==> src/common/bk_io_settings.svh <==
`ifndef BK_IO_SETTINGS_SVH
`define BK_IO_SETTINGS_SVH

//////////////////////////////////////////////////
// Register map
//////////////////////////////////////////////////

// System register, keyboard status and speaker
`define BK_SYSREG_ADDR 16'o177716

// Parallel port, joystick, mouse or Covox
`define BK_PORT_ADDR 16'o177714

// High byte returned by the system register
`define BK_START_ADDR 8'o200

//////////////////////////////////////////////////
// Mouse movement thresholds
//////////////////////////////////////////////////

// Positive move must be larger than this
`define BK_MOUSE_THRESH_POS 3

// Inverted negative move must be larger than this
`define BK_MOUSE_THRESH_NEG 2

//////////////////////////////////////////////////
// Audio scaling
//////////////////////////////////////////////////

`define BK_SPK_SHIFT 5
`define BK_AUDIO_PAD 6

`endif

==> src/common/bk_io_pkg.sv <==
package bk_io_pkg;

	//////////////////////////////////////////////////
	// Bus side
	//////////////////////////////////////////////////

	// Wishbone data word
	typedef logic [15:0] bus_word_t;

	// Byte address as the CPU sees it
	typedef logic [15:0] bus_addr_t;

	// One select bit per byte lane
	typedef logic [1:0] byte_sel_t;

	// Register targets behind the slave
	typedef enum logic [1:0] {
		none   = 2'd0,
		sysreg = 2'd1,
		port   = 2'd2
	} reg_target_e;

	//////////////////////////////////////////////////
	// Audio side
	//////////////////////////////////////////////////

	// Speaker and tape output levels
	typedef logic [2:0] spk_bits_t;

	// One PSG channel
	typedef logic [7:0] psg_sample_t;

	// Internal sum, wide enough for 2*A + B + speaker
	typedef logic [9:0] mix_t;

	// Sample handed to the DAC
	typedef logic [15:0] audio_sample_t;

	//////////////////////////////////////////////////
	// Pointer side
	//////////////////////////////////////////////////

	// Toggle, Y move, X move, signs and buttons
	typedef logic [24:0] ps2_mouse_t;

	// Direction latches in 3:0, buttons in 6:5
	typedef logic [6:0] pointer_state_t;

endpackage

==> src/logic/bk_bus_regs.sv <==
`timescale 1ns/1ps
`include "bk_io_settings.svh"

module bk_bus_regs (
	input  logic                 clk_sys,
	input  logic                 rst_n,
	input  logic                 covox_en,
	input  logic                 model_bk0010,
	input  logic                 key_down,
	input  logic                 key_stop,

	input  logic                 wb_cyc,
	input  logic                 wb_stb,
	input  logic                 wb_we,
	input  bk_io_pkg::bus_addr_t wb_adr,
	input  bk_io_pkg::byte_sel_t wb_sel,
	input  bk_io_pkg::bus_word_t wb_dat_w,

	input  bk_io_pkg::bus_word_t pointer_word,

	output logic                 wb_ack,
	output bk_io_pkg::bus_word_t wb_dat_r,

	output logic                 stop_irq,
	output bk_io_pkg::spk_bits_t spk,
	output bk_io_pkg::bus_word_t covox_data,
	output logic                 port_wr_pulse,
	output logic [7:0]           port_wr_data
);

	localparam bk_io_pkg::bus_addr_t sysreg_addr = `BK_SYSREG_ADDR;
	localparam bk_io_pkg::bus_addr_t port_addr   = `BK_PORT_ADDR;

	bk_io_pkg::reg_target_e addr_target;
	bk_io_pkg::reg_target_e ack_target;
	logic                   access;
	logic                   sysreg_acc;
	logic                   sysreg_wr;
	logic                   port_wr;
	logic                   super_flg;
	logic                   stop_block;
	bk_io_pkg::bus_word_t   sysreg_value;

	//////////////////////////////////////////////////
	// Decode and handshake
	//////////////////////////////////////////////////

	// Bit 0 only picks the byte, lanes come from wb_sel
	always_comb begin
		addr_target = bk_io_pkg::none;
		if (wb_adr[15:1] == sysreg_addr[15:1]) begin
			addr_target = bk_io_pkg::sysreg;
		end else if (wb_adr[15:1] == port_addr[15:1]) begin
			addr_target = bk_io_pkg::port;
		end
	end

	// The ack cycle itself must not start a second access
	assign access     = wb_cyc & wb_stb & ~wb_ack & (addr_target != bk_io_pkg::none);
	assign sysreg_acc = access & (addr_target == bk_io_pkg::sysreg);
	assign sysreg_wr  = sysreg_acc & wb_we;
	assign port_wr    = access & (addr_target == bk_io_pkg::port) & wb_we;

	always_ff @(posedge clk_sys) begin
		if (!rst_n) begin
			ack_target <= bk_io_pkg::none;
		end else if (access) begin
			ack_target <= addr_target;
		end else begin
			ack_target <= bk_io_pkg::none;
		end
	end

	assign wb_ack = (ack_target != bk_io_pkg::none);

	//////////////////////////////////////////////////
	// Read path
	//////////////////////////////////////////////////

	// Supervisor bit shows the previous access type
	assign sysreg_value = {`BK_START_ADDR, 1'b1, ~key_down, 3'b000, super_flg, 2'b00};

	always_ff @(posedge clk_sys) begin
		if (access) begin
			case (addr_target)
				bk_io_pkg::sysreg: wb_dat_r <= sysreg_value;
				bk_io_pkg::port:   wb_dat_r <= pointer_word;
				default:           wb_dat_r <= '0;
			endcase
		end
	end

	//////////////////////////////////////////////////
	// Write side state
	//////////////////////////////////////////////////

	always_ff @(posedge clk_sys) begin
		if (!rst_n) begin
			spk        <= '0;
			stop_block <= 1'b0;
			super_flg  <= 1'b0;
			covox_data <= '0;
		end else begin
			if (sysreg_acc) begin
				super_flg <= wb_we;
			end

			// Bit 11 set in the high byte means this write is not for us
			if (sysreg_wr && wb_sel[0] && (!wb_sel[1] || !wb_dat_w[11])) begin
				spk <= {wb_dat_w[6], wb_dat_w[5], wb_dat_w[2] & ~model_bk0010};
			end

			if (sysreg_wr && wb_sel[1] && !wb_dat_w[11]) begin
				stop_block <= wb_dat_w[12];
			end

			if (port_wr && covox_en) begin
				if (wb_sel[0]) begin
					covox_data[7:0] <= wb_dat_w[7:0];
				end
				if (wb_sel[1]) begin
					covox_data[15:8] <= wb_dat_w[15:8];
				end
			end
		end
	end

	assign stop_irq = key_stop & ~stop_block;

	// Port writes go to the mouse logic only when Covox is off
	assign port_wr_pulse = port_wr & ~covox_en & wb_sel[0];
	assign port_wr_data  = wb_dat_w[7:0];

endmodule

==> src/logic/bk_pointer_port.sv <==
`timescale 1ns/1ps
`include "bk_io_settings.svh"

module bk_pointer_port (
	input  logic                      clk_sys,
	input  logic                      rst_n,
	input  logic                      covox_en,
	input  bk_io_pkg::bus_word_t      joystick_0,
	input  bk_io_pkg::bus_word_t      joystick_1,
	input  bk_io_pkg::ps2_mouse_t     ps2_mouse,
	input  logic                      port_wr_pulse,
	input  logic [7:0]                port_wr_data,
	output bk_io_pkg::bus_word_t      pointer_word
);

	bk_io_pkg::ps2_mouse_t     mouse_q;
	logic                      toggle_q;
	logic                      packet_new;
	logic [8:0]                move_x;
	logic [8:0]                move_y;
	logic [8:0]                inv_x;
	logic [8:0]                inv_y;
	logic                      mouse_en;
	logic                      mouse_sel;
	bk_io_pkg::pointer_state_t mouse_state;
	bk_io_pkg::bus_word_t      joystick;

	//////////////////////////////////////////////////
	// Packet sampling
	//////////////////////////////////////////////////

	// Packet is captured first and compared a cycle later
	always_ff @(posedge clk_sys) begin
		mouse_q  <= ps2_mouse;
		toggle_q <= mouse_q[24];
	end

	assign packet_new = (toggle_q != mouse_q[24]);

	// Sign bit on top of the 8-bit move
	assign move_x = {mouse_q[4], mouse_q[15:8]};
	assign move_y = {mouse_q[5], mouse_q[23:16]};

	// Inverted moves kept at 9 bits for the negative threshold
	assign inv_x = ~move_x;
	assign inv_y = ~move_y;

	assign joystick = joystick_0 | joystick_1;

	//////////////////////////////////////////////////
	// Port image
	//////////////////////////////////////////////////

	always_ff @(posedge clk_sys) begin
		if (!rst_n) begin
			mouse_en    <= 1'b0;
			mouse_sel   <= 1'b0;
			mouse_state <= '0;
		end else begin
			// Any joystick activity takes the port back
			if (|joystick) begin
				mouse_sel <= 1'b0;
			end

			if (port_wr_pulse) begin
				mouse_en <= port_wr_data[3];
				if (!port_wr_data[3]) begin
					mouse_state[3:0] <= '0;
				end
			end

			if (packet_new) begin
				mouse_state[6] <= mouse_q[1];
				mouse_state[5] <= mouse_q[0];
				mouse_sel      <= 1'b1;
				if (mouse_en) begin
					// Direction bits latch until software clears them
					if (!mouse_state[0] && !mouse_state[2]) begin
						if (!move_y[8] && (move_y > `BK_MOUSE_THRESH_POS)) begin
							mouse_state[0] <= 1'b1;
						end
						if (move_y[8] && (inv_y > `BK_MOUSE_THRESH_NEG)) begin
							mouse_state[2] <= 1'b1;
						end
					end
					if (!mouse_state[1] && !mouse_state[3]) begin
						if (!move_x[8] && (move_x > `BK_MOUSE_THRESH_POS)) begin
							mouse_state[1] <= 1'b1;
						end
						if (move_x[8] && (inv_x > `BK_MOUSE_THRESH_NEG)) begin
							mouse_state[3] <= 1'b1;
						end
					end
				end
			end
		end
	end

	assign pointer_word = (mouse_sel && !covox_en) ? bk_io_pkg::bus_word_t'(mouse_state) :
		joystick;

endmodule

==> src/logic/bk_audio_mixer.sv <==
`timescale 1ns/1ps
`include "bk_io_settings.svh"

module bk_audio_mixer (
	input  logic                      clk_sys,
	input  logic                      rst_n,
	input  logic                      covox_en,
	input  bk_io_pkg::spk_bits_t      spk,
	input  bk_io_pkg::bus_word_t      covox_data,
	input  bk_io_pkg::psg_sample_t    psg_a,
	input  bk_io_pkg::psg_sample_t    psg_b,
	input  bk_io_pkg::psg_sample_t    psg_c,
	input  logic [5:0]                psg_active,
	output bk_io_pkg::audio_sample_t  audio_l,
	output bk_io_pkg::audio_sample_t  audio_r
);

	bk_io_pkg::mix_t spk_term;
	bk_io_pkg::mix_t spk_only;
	bk_io_pkg::mix_t mix_l;
	bk_io_pkg::mix_t mix_r;

	// Twice the main source plus a side source plus speaker
	function automatic bk_io_pkg::mix_t mix_chan(
		input bk_io_pkg::psg_sample_t doubled,
		input bk_io_pkg::psg_sample_t added,
		input bk_io_pkg::mix_t        speaker
	);
		return {1'b0, doubled, 1'b0} + {2'b00, added} + speaker;
	endfunction

	assign spk_term = bk_io_pkg::mix_t'(spk) << `BK_SPK_SHIFT;

	// Speaker alone gets the full range
	assign spk_only = bk_io_pkg::mix_t'(spk) << (`BK_SPK_SHIFT + 2);

	always_comb begin
		if (covox_en) begin
			mix_l = mix_chan(covox_data[7:0], 8'd0, spk_term);
			mix_r = mix_chan(covox_data[15:8], 8'd0, spk_term);
		end else if (psg_active != '0) begin
			// Channel B sits in the middle
			mix_l = mix_chan(psg_a, psg_b, spk_term);
			mix_r = mix_chan(psg_c, psg_b, spk_term);
		end else begin
			mix_l = spk_only;
			mix_r = spk_only;
		end
	end

	//////////////////////////////////////////////////
	// Output stage
	//////////////////////////////////////////////////

	always_ff @(posedge clk_sys) begin
		if (!rst_n) begin
			audio_l <= '0;
			audio_r <= '0;
		end else begin
			audio_l <= {mix_l, {`BK_AUDIO_PAD{1'b0}}};
			audio_r <= {mix_r, {`BK_AUDIO_PAD{1'b0}}};
		end
	end

endmodule

==> src/logic/bk_io_top.sv <==
`timescale 1ns/1ps

module bk_io_top (
	input  logic                      clk_sys,
	input  logic                      rst_n,
	input  logic                      covox_en,
	input  logic                      model_bk0010,
	input  logic                      key_down,
	input  logic                      key_stop,

	input  logic                      wb_cyc,
	input  logic                      wb_stb,
	input  logic                      wb_we,
	input  bk_io_pkg::bus_addr_t      wb_adr,
	input  bk_io_pkg::byte_sel_t      wb_sel,
	input  bk_io_pkg::bus_word_t      wb_dat_w,
	output logic                      wb_ack,
	output bk_io_pkg::bus_word_t      wb_dat_r,

	input  bk_io_pkg::bus_word_t      joystick_0,
	input  bk_io_pkg::bus_word_t      joystick_1,
	input  bk_io_pkg::ps2_mouse_t     ps2_mouse,

	input  bk_io_pkg::psg_sample_t    psg_a,
	input  bk_io_pkg::psg_sample_t    psg_b,
	input  bk_io_pkg::psg_sample_t    psg_c,
	input  logic [5:0]                psg_active,

	output logic                      stop_irq,
	output bk_io_pkg::audio_sample_t  audio_l,
	output bk_io_pkg::audio_sample_t  audio_r
);

	bk_io_pkg::bus_word_t pointer_word;
	bk_io_pkg::bus_word_t covox_data;
	bk_io_pkg::spk_bits_t spk;
	logic                 port_wr_pulse;
	logic [7:0]           port_wr_data;

	// Register block, the bus faces this one
	bk_bus_regs bk_bus_regs_inst (
		.clk_sys       (clk_sys),
		.rst_n         (rst_n),
		.covox_en      (covox_en),
		.model_bk0010  (model_bk0010),
		.key_down      (key_down),
		.key_stop      (key_stop),
		.wb_cyc        (wb_cyc),
		.wb_stb        (wb_stb),
		.wb_we         (wb_we),
		.wb_adr        (wb_adr),
		.wb_sel        (wb_sel),
		.wb_dat_w      (wb_dat_w),
		.pointer_word  (pointer_word),
		.wb_ack        (wb_ack),
		.wb_dat_r      (wb_dat_r),
		.stop_irq      (stop_irq),
		.spk           (spk),
		.covox_data    (covox_data),
		.port_wr_pulse (port_wr_pulse),
		.port_wr_data  (port_wr_data)
	);

	bk_pointer_port bk_pointer_port_inst (
		.clk_sys       (clk_sys),
		.rst_n         (rst_n),
		.covox_en      (covox_en),
		.joystick_0    (joystick_0),
		.joystick_1    (joystick_1),
		.ps2_mouse     (ps2_mouse),
		.port_wr_pulse (port_wr_pulse),
		.port_wr_data  (port_wr_data),
		.pointer_word  (pointer_word)
	);

	bk_audio_mixer bk_audio_mixer_inst (
		.clk_sys    (clk_sys),
		.rst_n      (rst_n),
		.covox_en   (covox_en),
		.spk        (spk),
		.covox_data (covox_data),
		.psg_a      (psg_a),
		.psg_b      (psg_b),
		.psg_c      (psg_c),
		.psg_active (psg_active),
		.audio_l    (audio_l),
		.audio_r    (audio_r)
	);

endmodule

==> config.mk <==
export PLATFORM = sky130hd
export DESIGN_NAME = bk_io_top
export DESIGN_NICKNAME = d
export VERILOG_FILES = /design/src/common/bk_io_pkg.sv /design/src/logic/bk_bus_regs.sv /design/src/logic/bk_pointer_port.sv /design/src/logic/bk_audio_mixer.sv /design/src/logic/bk_io_top.sv
export VERILOG_INCLUDE_DIRS = /design/src /design/src/common
export SDC_FILE = /design/constraint.sdc
export NUM_CORES = 1
export LEC_CHECK = 0
export ABC_AREA = 0
export BUFFER_PORTS_ARGS = -buffer_cell sky130_fd_sc_hd__buf_4
export CAP_MARGIN = 20
export CORE_ASPECT_RATIO = 0.9
export CORE_MARGIN = 10
export CORE_UTILIZATION = 50
export DETAILED_ROUTE_END_ITERATION = 7
export PLACE_DENSITY = 0.83
export SYNTH_ARGS = -nofsm -noshare
export SYNTH_HDL_FRONTEND = slang
export SYNTH_SLANG_ARGS = --single-unit
==> constraint.sdc <==
create_clock -name clk_sys -period 6.5 [get_ports clk_sys]
set_clock_uncertainty 0.1 [all_clocks]
set_input_delay 0.65 -clock clk_sys [delete_from_list [all_inputs] [get_ports clk_sys]]
set_output_delay 0.65 -clock clk_sys [all_outputs]
set_load 0.03 [all_outputs]
==> results of run 1 <==
==> cells by family after synthesis <==
logic type / after synthesis
flip-flops: 88
adder cells (fa/ha/maj): 38
multiplexers: 23
AND/OR/NAND/NOR: 127
buffers and inverters: 44
XOR/XNOR: 11
AO/OA/AOI/OAI: 83
other: 1
==> state kept, by name, indices dropped and copies added (netlist names), 2 cells and up <==
signal,flops
bk_bus_regs_inst.covox_data,16
bk_audio_mixer_inst.audio_l,9
bk_bus_regs_inst.wb_dat_r,16
bk_pointer_port_inst.mouse_q,21
bk_bus_regs_inst.spk,3
bk_bus_regs_inst.ack_target,2
bk_pointer_port_inst.mouse_state,6
bk_audio_mixer_inst.audio_r,10
==> layer usage <==
layer,vias up,part of all wire,wire length (um),GRT usage
met5,-,0,0,0
met4,0,0.016,188,0.0573
met3,18,0.061,729,0.0406
met2,119,0.52,6140,0.312
met1,1650,0.41,4860,0.210
li1,1778,-,-,-
==> through the flow <==
step / hold WS [ns] / instances / total power [mW] / cell area (um2)
after CTS: 0.269 / 697 / 1.23 / 5830
after global placement: 0.256 / 681 / 0.797 / 5600
final: 0.273 / 697 / 1.22 / 5830
after global routing: 0.262 / 697 / 1.27 / 5830
after floorplan: 0.249 / 426 / 0.709 / 4380
after detailed placement: 0.266 / 681 / 0.804 / 5600
==> report_power, final <==
part / internal, mW / leakage (nW) / total [mW] / switching [mW]
clock: 0.221 / 0.116 / 0.426 / 0.205
combinational: 0.107 / 1.90 / 0.216 / 0.109
sequential: 0.570 / 0.759 / 0.576 / 0.00673
total: 0.897 / 2.77 / 1.22 / 0.321
==> layout make-up <==
class	instances	area [um2]	share of cell area
clock buffer	9	124	0.0213
clock inverter	7	103	0.0176
inverter	17	63.8	0.0110
multi-input combinational	294	2240	0.385
sequential	88	1920	0.330
tap	119	149	0.0256
timing repair buffer	163	1220	0.210
==> cells in the mapped netlist, types with 2 or more instances <==
cell	instances	share of area
a22o_1	12	0.024
dfxtp_1	72	0.33
o21bai_1	5	0.0087
nand2_1	10	0.0087
or3_1	2	0.0029
or4b_1	2	0.0046
xnor2_1	5	0.010
nor2b_1	29	0.042
a21boi_0	2	0.0035
and3_1	4	0.0058
nand4_1	7	0.010
buf_2	2	0.0023
a211oi_1	10	0.017
xor2_1	6	0.012
nor4_1	6	0.0087
a21o_1	6	0.010
o21ai_0	12	0.014
clkbuf_1	11	0.0095
buf_4	13	0.022
inv_1	17	0.015
ha_1	28	0.081
or2_2	2	0.0029
nand3_1	5	0.0058
mux2i_1	22	0.051
nand2b_1	2	0.0029
o211ai_1	4	0.0069
a21oi_1	17	0.020
nor2_1	40	0.035
nor3_1	6	0.0069
fa_1	10	0.046
and4_1	3	0.0061
edfxtp_1	16	0.11
o311a_1	2	0.0046
o21a_1	4	0.0069
and2_1	2	0.0029
==> worst max-delay path, cell delays in order, from the launching register on <==
cell	delay, ns
dfxtp_1	0.49
inv_1	0.13
fa_1	0.51
inv_1	0.05
ha_1	0.23
a211oi_1	0.33
o21bai_1	0.16
a21oi_1	0.19
xnor2_1	0.09
o311a_1	0.30
==> final timing paths <==
path | from | endpoint | cells after the start
setup / recovery | bk_bus_regs_inst.spk[0]$_SDFFE_PN0P_ | bk_audio_mixer_inst.audio_l[14]$_SDFF_PN0_ | 9
hold / removal | bk_pointer_port_inst.mouse_q[24]$_DFF_P_ | bk_pointer_port_inst.toggle_q$_DFF_P_ | 0
setup reg to reg | bk_bus_regs_inst.spk[0]$_SDFFE_PN0P_ | bk_audio_mixer_inst.audio_l[14]$_SDFF_PN0_ | 9
hold reg to reg | bk_pointer_port_inst.mouse_q[24]$_DFF_P_ | bk_pointer_port_inst.toggle_q$_DFF_P_ | 0
==> metrics.md, run 1 <==
| Metric | Value |
|---|---|
| Worst slew pin tran | `0.749 ns` |
| Largest net degree at the start of global routing | `44` |
| Worst hold path class | `flip-flop to flip-flop` |
| CP Capture Type | `flip-flop` |
| XOR/XNOR Fraction of Synth Area | `0.0222` |
| PnR worst setup slack | `3.81 ns` |
| Post-CTS setup buffers | `0` |
| Via count | `3,565` |
| Routed WL per cell | `17.1 um` |
| TritonCTS clock tree | `done` |
| Synth Area in Simple Gates | `0.164` |
| Synthesized flop and latch total | `88` |
| Most frequent cells in the layout | `163 x buf_4, 72 x dfxtp_1, 40 x nor2_1, 29 x nor2b_1, 28 x ha_1` |
| Global-route wire length before repair | `18,500 um` |
| Status | `finished, final reports clean` |
| Distinct cell type count after synthesis | `between 50 and 60` |
| Cts bufs inserted | `9` |
| Synth Flop Type | `dfxtp_1` |
| Full die area | `0.0128 mm2` |
| P_leak | `roughly 2.8 nW` |
| Most common cell after layout, fill and taps aside | `buf_4` |
| Final period util | `0.414` |
| Final Hold Viols | `0` |
| Max-cap viol count | `0` |
| Setup CP Type | `flip-flop to flip-flop` |
| First drt pass iteration count | `4` |
| Clk_lat worst skew | `around 0.36 ns` |
| Slew Limit Fails | `0` |
| CTS Root Cell | `clkbuf_8` |
| # nets final | `between 700 and 800` |
| N_diodes | `0` |
| GPL Wtd Cong | `just under 0.9` |
| HPWL Detailed | `roughly 10000 um` |
| Die height | `108 um` |
| Setup TNS | `0 ns` |
| Complex-gate fraction of the synthesized area | `0.140` |
| WP data arrival | `about 2.8 ns` |
| DP Worst Slack | `about 3.5 ns` |
| RSZ-0062 raised after global routing | `no` |
| PD cells | `209 mW/mm2` |
| Mean Syn Cell Area | `between 10 and 15 um2` |
| Largest family of logic cells by synthesized area | `simple AND/OR/NAND/NOR gates` |
| WP data required | `6.64 ns` |
| GRT Overall Usage | `0.177` |
| Vias per std cell | `5.11` |
| Crit path max fanout | `5` |
| Syn Inst Count | `~420` |
| Clock slew at reported path FFs | `0.09 ns` |
| Core area | `0.00853 mm2` |
| Hold-fix buffers at CTS | `0` |
| Antenna violations before repair | `0` |
| Synthesis warning total | `0` |
| F_max | `approximately 0.37 GHz` |
| Ports | `between 150 and 200` |
| Multiplexer share of the synthesized area | `0.0533` |
| Vias in the first global route | `3,744` |
| Post-cts resize count | `0` |
| VDD IR max | `132 uV` |
| DR iter-0 viols | `154` |
| WL final | `11,900 um` |
| Die X | `118 um` |
| I/O Buffers | `162` |
| Slew Limit Headroom | `0.500` |
| Initial Utilization | `0.509` |
| Num rows | `32` |
| Post-layout util | `0.683` |
| Max Buffers Root-to-Sink | `2` |
| DRC | `0` |
| Synthesized area | `between 0.004 and 0.005 mm2` |
| H-Tree Depth | `3` |
| Fin crit period | `2.69 ns` |
| Setup violators final | `0` |
| Antenna viol nets, final | `0` |
| GRT overflow | `0` |
| Area delta synth->final | `34.3%` |
| Fraction of layout cells with a size suffix above 1 | `0.327` |
| Startpoint types | `flip-flop` |
| Filler cells | `665` |
| Register-to-Register Setup Slack | `3.81 ns` |
| Synth Area in Adders | `0.127` |
| Number of flops mapped to enable cells by yosys | `16` |
| Ys async rst share | `0` |
| CTS sink count | `a little under 90` |
| Sequential area share after synthesis | `0.443` |
Power figures use the tool's default switching activity.
==> run 2, diff against run 1 <==
--- a/config.mk
+++ b/config.mk
@@ -11,9 +11,9 @@
 export CAP_MARGIN = 20
 export CORE_ASPECT_RATIO = 0.9
 export CORE_MARGIN = 10
-export CORE_UTILIZATION = 50
+export CORE_UTILIZATION = 44
 export DETAILED_ROUTE_END_ITERATION = 7
-export PLACE_DENSITY = 0.83
+export PLACE_DENSITY = 0.77
 export SYNTH_ARGS = -nofsm -noshare
 export SYNTH_HDL_FRONTEND = slang
 export SYNTH_SLANG_ARGS = --single-unit
==> constraint.sdc (replaced) <==
create_clock -name clk_sys -period 2.2 [get_ports clk_sys]
set_clock_uncertainty 0.1 [all_clocks]
set_input_delay 0.22 -clock clk_sys [delete_from_list [all_inputs] [get_ports clk_sys]]
set_output_delay 0.22 -clock clk_sys [all_outputs]
set_load 0.03 [all_outputs]
==> metrics.md, run 2 (synthesized netlist as in run 1, its figures left out) <==
| Metric | Value |
|---|---|
| WL final | `~13,000 um` |
| Num rows | `34` |
| Routed WL per cell | `approximately 17 um` |
| GRT Overall Usage | `0.171` |
| Fin crit period | `2.12 ns` |
| Setup CP Type | `flip-flop to flip-flop` |
| Slew Limit Fails | `0` |
| VDD IR max | `274 uV` |
| Comb power frac | `0.209` |
| Antenna viol nets, final | `0` |
| Cts bufs inserted | `9` |
| WP data arrival | `2.28 ns` |
| Placed inst area | `0.00574 mm2` |
| N_diodes | `0` |
| PnR worst setup slack | `0.0762 ns` |
| Max Buffers Root-to-Sink | `2` |
| Placed Instances | `702` |
| Via count | `3,697` |
| GPL Wtd Cong | `0.868` |
| Final period util | `0.965` |
| Core area | `0.00966 mm2` |
| CTS sink count | `88` |
| DP Worst Slack | `-0.289 ns` |
| Seq pwr share | `0.480` |
| GRT overflow | `0` |
| Worst slew pin tran | `around 0.53 ns` |
| Ports | `180` |
| Switching Fraction | `0.291` |
| CTS Root Cell | `clkbuf_8` |
| DRC | `0` |
| Final non-filler cell area | `just over 0.006 mm2` |
| Fraction of layout cells with a size suffix above 1 | `0.358` |
| Most common cell after layout, fill and taps aside | `buf_4` |
| F_max | `0.471 GHz` |
| Worst hold path class | `input port to flip-flop` |
| Crit path max fanout | `2` |
| Most frequent cells in the layout | `177 x buf_4, 70 x dfxtp_1, 40 x nor2_1, 28 x nor2b_1, 26 x ha_1` |
| RSZ-0062 raised after global routing | `yes` |
| Clock power frac | `0.311` |
| HPWL Detailed | `10,200 um` |
| Slew Limit Headroom | `0.643` |
| Initial Utilization | `0.449` |
| Setup violators final | `0` |
| CP Capture Type | `flip-flop` |
| Clock slew at reported path FFs | `about 0.11 ns` |
| Sw Pwr | `1.03 mW` |
| Hold slack | `approximately 0.018 ns` |
| Filler cells | `780` |
| Post-Layout Cell Count | `741` |
| DR iter-0 viols | `188` |
| I/O Buffers | `162` |
| Setup TNS | `0 ns` |
| Largest regs | `bk_pointer_port_inst.mouse_q x21, bk_bus_regs_inst.covox_data x16, bk_bus_regs_inst.wb_dat_r x16` |
| Vias in the first global route | `3,940` |
| Vias per std cell | `4.99` |
| Startpoint types | `flip-flop` |
| Final Hold Viols | `0` |
| First drt pass iteration count | `5` |
| TritonCTS clock tree | `done` |
| PD cells | `570 mW/mm2` |
| Largest net degree at the start of global routing | `44` |
| Global-route wire length before repair | `20,000 um` |
| P_int | `2.52 mW` |
| Area delta synth->final | `43.6%` |
| P_leak | `2.94 nW` |
| # nets final | `778` |
| H-Tree Depth | `3` |
| Antenna violations before repair | `0` |
| Clk_lat worst skew | `0.35 ns` |
| Die height | `~110 um` |
| Flip-flop count of the largest register after layout | `21` |
| Biggest register | `bk_pointer_port_inst.mouse_q` |
| WP data required | `2.36 ns` |
| Full die area | `0.0142 mm2` |
| Max-cap viol count | `0` |
| Status | `finished, final reports clean` |
| Die X | `125 um` |
[run 2: cell count changes in the layout (fill, tap and decap cells not counted), sizes merged]
cell         change
bufinv           -2
buf             +15
inv              +2
dlygate4sd3     +22
[run 2: worst paths after layout]
check	startpoint	to	slack [ns]	depth (start not counted)
worst max-delay path	bk_bus_regs_inst.spk[0]$_SDFFE_PN0P_	bk_audio_mixer_inst.audio_r[14]$_SDFF_PN0_	0.08	9
worst min-delay path	wb_dat_w[14]	bk_bus_regs_inst.covox_data[14]$_SDFFE_PN0P_	0.02	3
worst max register to register	bk_bus_regs_inst.spk[0]$_SDFFE_PN0P_	bk_audio_mixer_inst.audio_r[14]$_SDFF_PN0_	0.08	9
worst min register to register	bk_pointer_port_inst.mouse_q[24]$_DFF_P_	bk_pointer_port_inst.toggle_q$_DFF_P_	0.28	0
[run 2: layer usage]
metal,global-route usage,vias to the layer above,share of wire
li1,-,1856,-
met1,0.199,1727,0.42
met2,0.309,98,0.52
met3,0.0333,16,0.048
met4,0.0551,0,0.014
met5,0,-,0
[run 2: timing repair]
| action | in CTS | in global routing |
|---|---|---|
| setup buffers | 0 | 1 |
| hold endpoints to repair | 22 | 0 |
| hold buffers | 22 | 0 |
| pin swaps | 2 | 10 |
| gates resized for setup | 7 | 13 |
| endpoints found under the setup margin | 6 | 7 |
[run 2: worst max-delay path, stage by stage, from the launching register on]
cell and delay [ns]:
dfxtp_2 0.35, inv_2 0.05, fa_1 0.49, inv_2 0.04, ha_4 0.22, o21ai_4 0.15
o21bai_1 0.09, a21oi_1 0.18, xnor2_1 0.08, o311a_1 0.29
[run 2: power by group through the flow]
stage	logic, mW	clock network, mW	registers (mW)
final	0.742	1.10	1.70
after detailed placement	0.659	0	1.74
after global routing	0.802	1.20	1.71
after CTS	0.711	1.13	1.71
after floorplan	0.310	0	1.79
after global placement	0.646	0	1.74
[run 2: metrics by stage]
step	power, mW	util
after global routing	3.71	0.645
after global placement	2.39	0.594
after CTS	3.55	0.640
after floorplan	2.10	-
final	3.55	0.645
after detailed placement	2.40	0.594
[run 2: layout make-up]
type / count / area, um2 / share of cell area
timing repair buffer: 200 / 1570 / 0.252
multi-input combinational: 294 / 2320 / 0.372
sequential: 88 / 1920 / 0.309
clock inverter: 7 / 73.8 / 0.0118
clock buffer: 9 / 124 / 0.0199
inverter: 17 / 63.8 / 0.0102
tap: 126 / 158 / 0.0253
==> run 3, diff against run 2 <==
--- a/config.mk
+++ b/config.mk
@@ -6,12 +6,13 @@
 export SDC_FILE = /design/constraint.sdc
 export NUM_CORES = 1
 export LEC_CHECK = 0
-export ABC_AREA = 0
+export ABC_AREA = 1
 export BUFFER_PORTS_ARGS = -buffer_cell sky130_fd_sc_hd__buf_4
 export CAP_MARGIN = 20
 export CORE_ASPECT_RATIO = 0.9
 export CORE_MARGIN = 10
 export CORE_UTILIZATION = 44
+export CTS_CLUSTER_DIAMETER = 40
 export DETAILED_ROUTE_END_ITERATION = 7
 export PLACE_DENSITY = 0.77
 export SYNTH_ARGS = -nofsm -noshare
==> metrics.md, run 3 <==
| Metric | Value |
|---|---|
| Status | `finished, final reports clean` |
| DRC | `0` |
| Most common cell after layout, fill and taps aside | `buf_4` |
| Switching Fraction | `0.277` |
| First drt pass iteration count | `4` |
| Die height | `116 um` |
| WP data required | `2.37 ns` |
| Fraction of layout cells with a size suffix above 1 | `0.320` |
| Cts bufs inserted | `9` |
| FF-to-FF End | `bk_audio_mixer_inst.audio_l[15]$_SDFF_PN0_` |
| HPWL Detailed | `roughly 11,000 um` |
| Area delta synth->final | `43.8%` |
| Die X | `126 um` |
| CTS Root Cell | `clkbuf_16` |
| Routed WL per cell | `16.0 um` |
| Synthesized area | `0.00448 mm2` |
| Mean Syn Cell Area | `8.26 um2` |
| Largest net degree at the start of global routing | `28` |
| VDD IR max | `approximately 450 uV` |
| Most frequent cells in the layout | `175 x buf_4, 91 x nand2_1, 76 x nor2_1, 69 x dfxtp_1, 58 x inv_1` |
| Hold path depth | `2` |
| Crit path max fanout | `3` |
| DR iter-0 viols | `238` |
| TritonCTS clock tree | `done` |
| Filler cells | `802` |
| Pwr Total | `3.93 mW` |
| Worst path slowest cell | `fa_1` |
| Core area | `between 0.009 and 0.01 mm2` |
| WL final | `13,900 um` |
| Final period util | `0.979` |
| Antenna violations before repair | `0` |
| Area share of the largest cell type after synthesis | `0.322` |
| Max-cap viol count | `0` |
| Vias per std cell | `4.91` |
| Register-to-Register Setup Slack | `0.05 ns` |
| Ys async rst share | `0` |
| Startpoint types | `flip-flop` |
| Num rows | `34` |
| P_leak | `3.18 nW` |
| Via count | `4,268` |
| Worst hold path class | `input port to flip-flop` |
| WHS Endpoint | `bk_bus_regs_inst.spk[2]$_SDFFE_PN0P_` |
| N_diodes | `0` |
| Commonest cells in the netlist | `92 x nand2_1, 76 x nor2_1, 72 x dfxtp_1` |
| CP Capture Type | `flip-flop` |
| Number of flops mapped to enable cells by yosys | `16` |
| Biggest register | `bk_pointer_port_inst.mouse_q` |
| Sw Pwr | `1.09 mW` |
| Placed inst area | `about 0.0058 mm2` |
| Seq pwr share | `0.433` |
| F_max | `0.464 GHz` |
| Max Buffers Root-to-Sink | `2` |
| GPL Wtd Cong | `between 0.8 and 0.9` |
| PD cells | `611 mW/mm2` |
| P_int | `2.84 mW` |
| Flip-flop count of the largest register after layout | `21` |
| GRT Overall Usage | `0.178` |
| CP max stage delay | `0.52 ns` |
| WP data arrival | `2.32 ns` |
| Synth Flop Type | `dfxtp_1` |
| Main area contributors after synthesis | `dfxtp_1 32%, edfxtp_1 11%, ha_1 7.8%, nand2_1 7.7%, nor2_1 6.4%` |
| CP most frequent cell | `nand2_1` |
| Worst Hold Launch | `wb_dat_w[6]` |
| GRT overflow | `0` |
| Fin crit period | `2.15 ns` |
| CTS sink count | `88` |
| Final non-filler cell area | `0.00644 mm2` |
| Cell Chain, Critical Path | `inv_4, fa_1, inv_2, ha_4, nand2_4, o211ai_1, buf_4, nand3_1, nand2_1, nand2_1, o21ai_1` |
| Antenna viol nets, final | `0` |
| Most common cell in the netlist | `nand2_1` |
| Full die area | `0.0146 mm2` |
| # nets final | `906` |
| Setup violators final | `0` |
| Vias in the first global route | `4,315` |
| Global-route wire length before repair | `around 21,000 um` |
| Yosys top cell by area | `dfxtp_1` |
| Clock slew at reported path FFs | `0.07 ns` |
| Synthesized flop and latch total | `88` |
| Ports | `180` |
| Largest regs | `bk_pointer_port_inst.mouse_q x21, bk_bus_regs_inst.covox_data x16, bk_bus_regs_inst.wb_dat_r x16` |
| Clk_lat worst skew | `~0.34 ns` |
| Distinct cell type count after synthesis | `39` |
| RSZ-0062 raised after global routing | `yes` |
| Sequential area share after synthesis | `0.429` |
| Clock power frac | `0.379` |
| Setup CP Type | `flip-flop to flip-flop` |
| Initial Utilization | `0.458` |
| Syn Inst Count | `542` |
| R2R cell count | `11` |
| Reg2reg start | `bk_bus_regs_inst.spk[0]$_SDFFE_PN0P_` |
| Comb power frac | `0.187` |
| I/O Buffers | `approximately 160` |
| H-Tree Depth | `3` |
| Slew Limit Fails | `0` |
| Synthesis warning total | `0` |
| Final Hold Viols | `0` |
-- run 3: kinds of logic after synthesis --
kind of cell,count (synthesis),synth area share
other cells,1,0.000838
flops,88,0.429
buf+inv,85,0.0866
simple gates,237,0.245
fa+ha+maj,38,0.123
compound gates,88,0.106
xor+xnor,5,0.00978
-- run 3: layout make-up --
cell class / instances / area [um2] / area share
Sequential cell: 88 / 1930 / 0.299
Timing Repair Buffer: 196 / 1520 / 0.237
Multi-Input combinational cell: 380 / 2290 / 0.355
Inverter: 63 / 239 / 0.0371
Tap cell: 126 / 158 / 0.0245
Clock buffer: 9 / 225 / 0.0350
Clock inverter: 7 / 77.6 / 0.0121
-- run 3: repair_timing --
item,CTS,global route
hold buffers,21,0
setup endpoints to repair,6,7
endpoints found under the hold margin,21,0
gates resized for setup,4,21
pin swaps,0,4
cloned,0,0
setup buffers,1,0
-- run 3: worst max path at each step --
stage / start / endpoint / slack [ns]
after CTS: bk_bus_regs_inst.spk[0]$_SDFFE_PN0P_ / bk_audio_mixer_inst.audio_r[13]$_SDFF_PN0_ / 0.003
after detailed placement: bk_bus_regs_inst.spk[0]$_SDFFE_PN0P_ / bk_audio_mixer_inst.audio_l[13]$_SDFF_PN0_ / -0.14
final: bk_bus_regs_inst.spk[0]$_SDFFE_PN0P_ / bk_audio_mixer_inst.audio_l[15]$_SDFF_PN0_ / 0.05
after floorplan: bk_bus_regs_inst.spk[0]$_SDFFE_PN0P_ / bk_audio_mixer_inst.audio_l[13]$_SDFF_PN0_ / 0.03
after global placement: psg_b[5] / bk_audio_mixer_inst.audio_r[13]$_SDFF_PN0_ / -0.005
after global routing: bk_bus_regs_inst.spk[0]$_SDFFE_PN0P_ / bk_audio_mixer_inst.audio_l[15]$_SDFF_PN0_ / -0.05
-- run 3: per-layer routing --
metal | global-route usage | up-vias | share of wire
met3 | 0.0589 | 16 | 0.078
met1 | 0.203 | 1968 | 0.40
met4 | 0.0516 | 0 | 0.014
met5 | 0 | - | 0
li1 | - | 2133 | -
met2 | 0.314 | 151 | 0.51
-- run 3: power by group through the flow --
stage               registers, mW  logic [mW]  clock network (mW)
finish                       1.70       0.737                1.49
global route                 1.71       0.801                1.57
CTS                          1.70       0.693                1.51
detailed placement           1.74       0.649                   0
global placement             1.74       0.625                   0
floorplan                    1.79       0.297                   0
-- run 3: per-stage QoR --
stage          setup TNS, ns  hold WS, ns  setup WS [ns]  std cells  utilization
2_1_floorplan              0        0.148         0.0335        553            -
3_3_place_gp        -0.00530        0.226       -0.00530        831        0.596
3_5_place_dp          -0.284        0.226         -0.139        831        0.596
4_1_cts                    0     0.000744        0.00321        869        0.651
5_1_grt               -0.115      0.00908        -0.0546        869        0.658
6_report                   0      0.00213         0.0466        869        0.658
-- run 3: worst max-delay path, delay by kind of cell, from the launching register on --
family	cells	cell delay, ns
adder cells (fa/ha/maj)	2	0.81
flip-flops	1	0.35
AO/OA/AOI/OAI	2	0.33
buffers and inverters	3	0.27
AND/OR/NAND/NOR	4	0.23
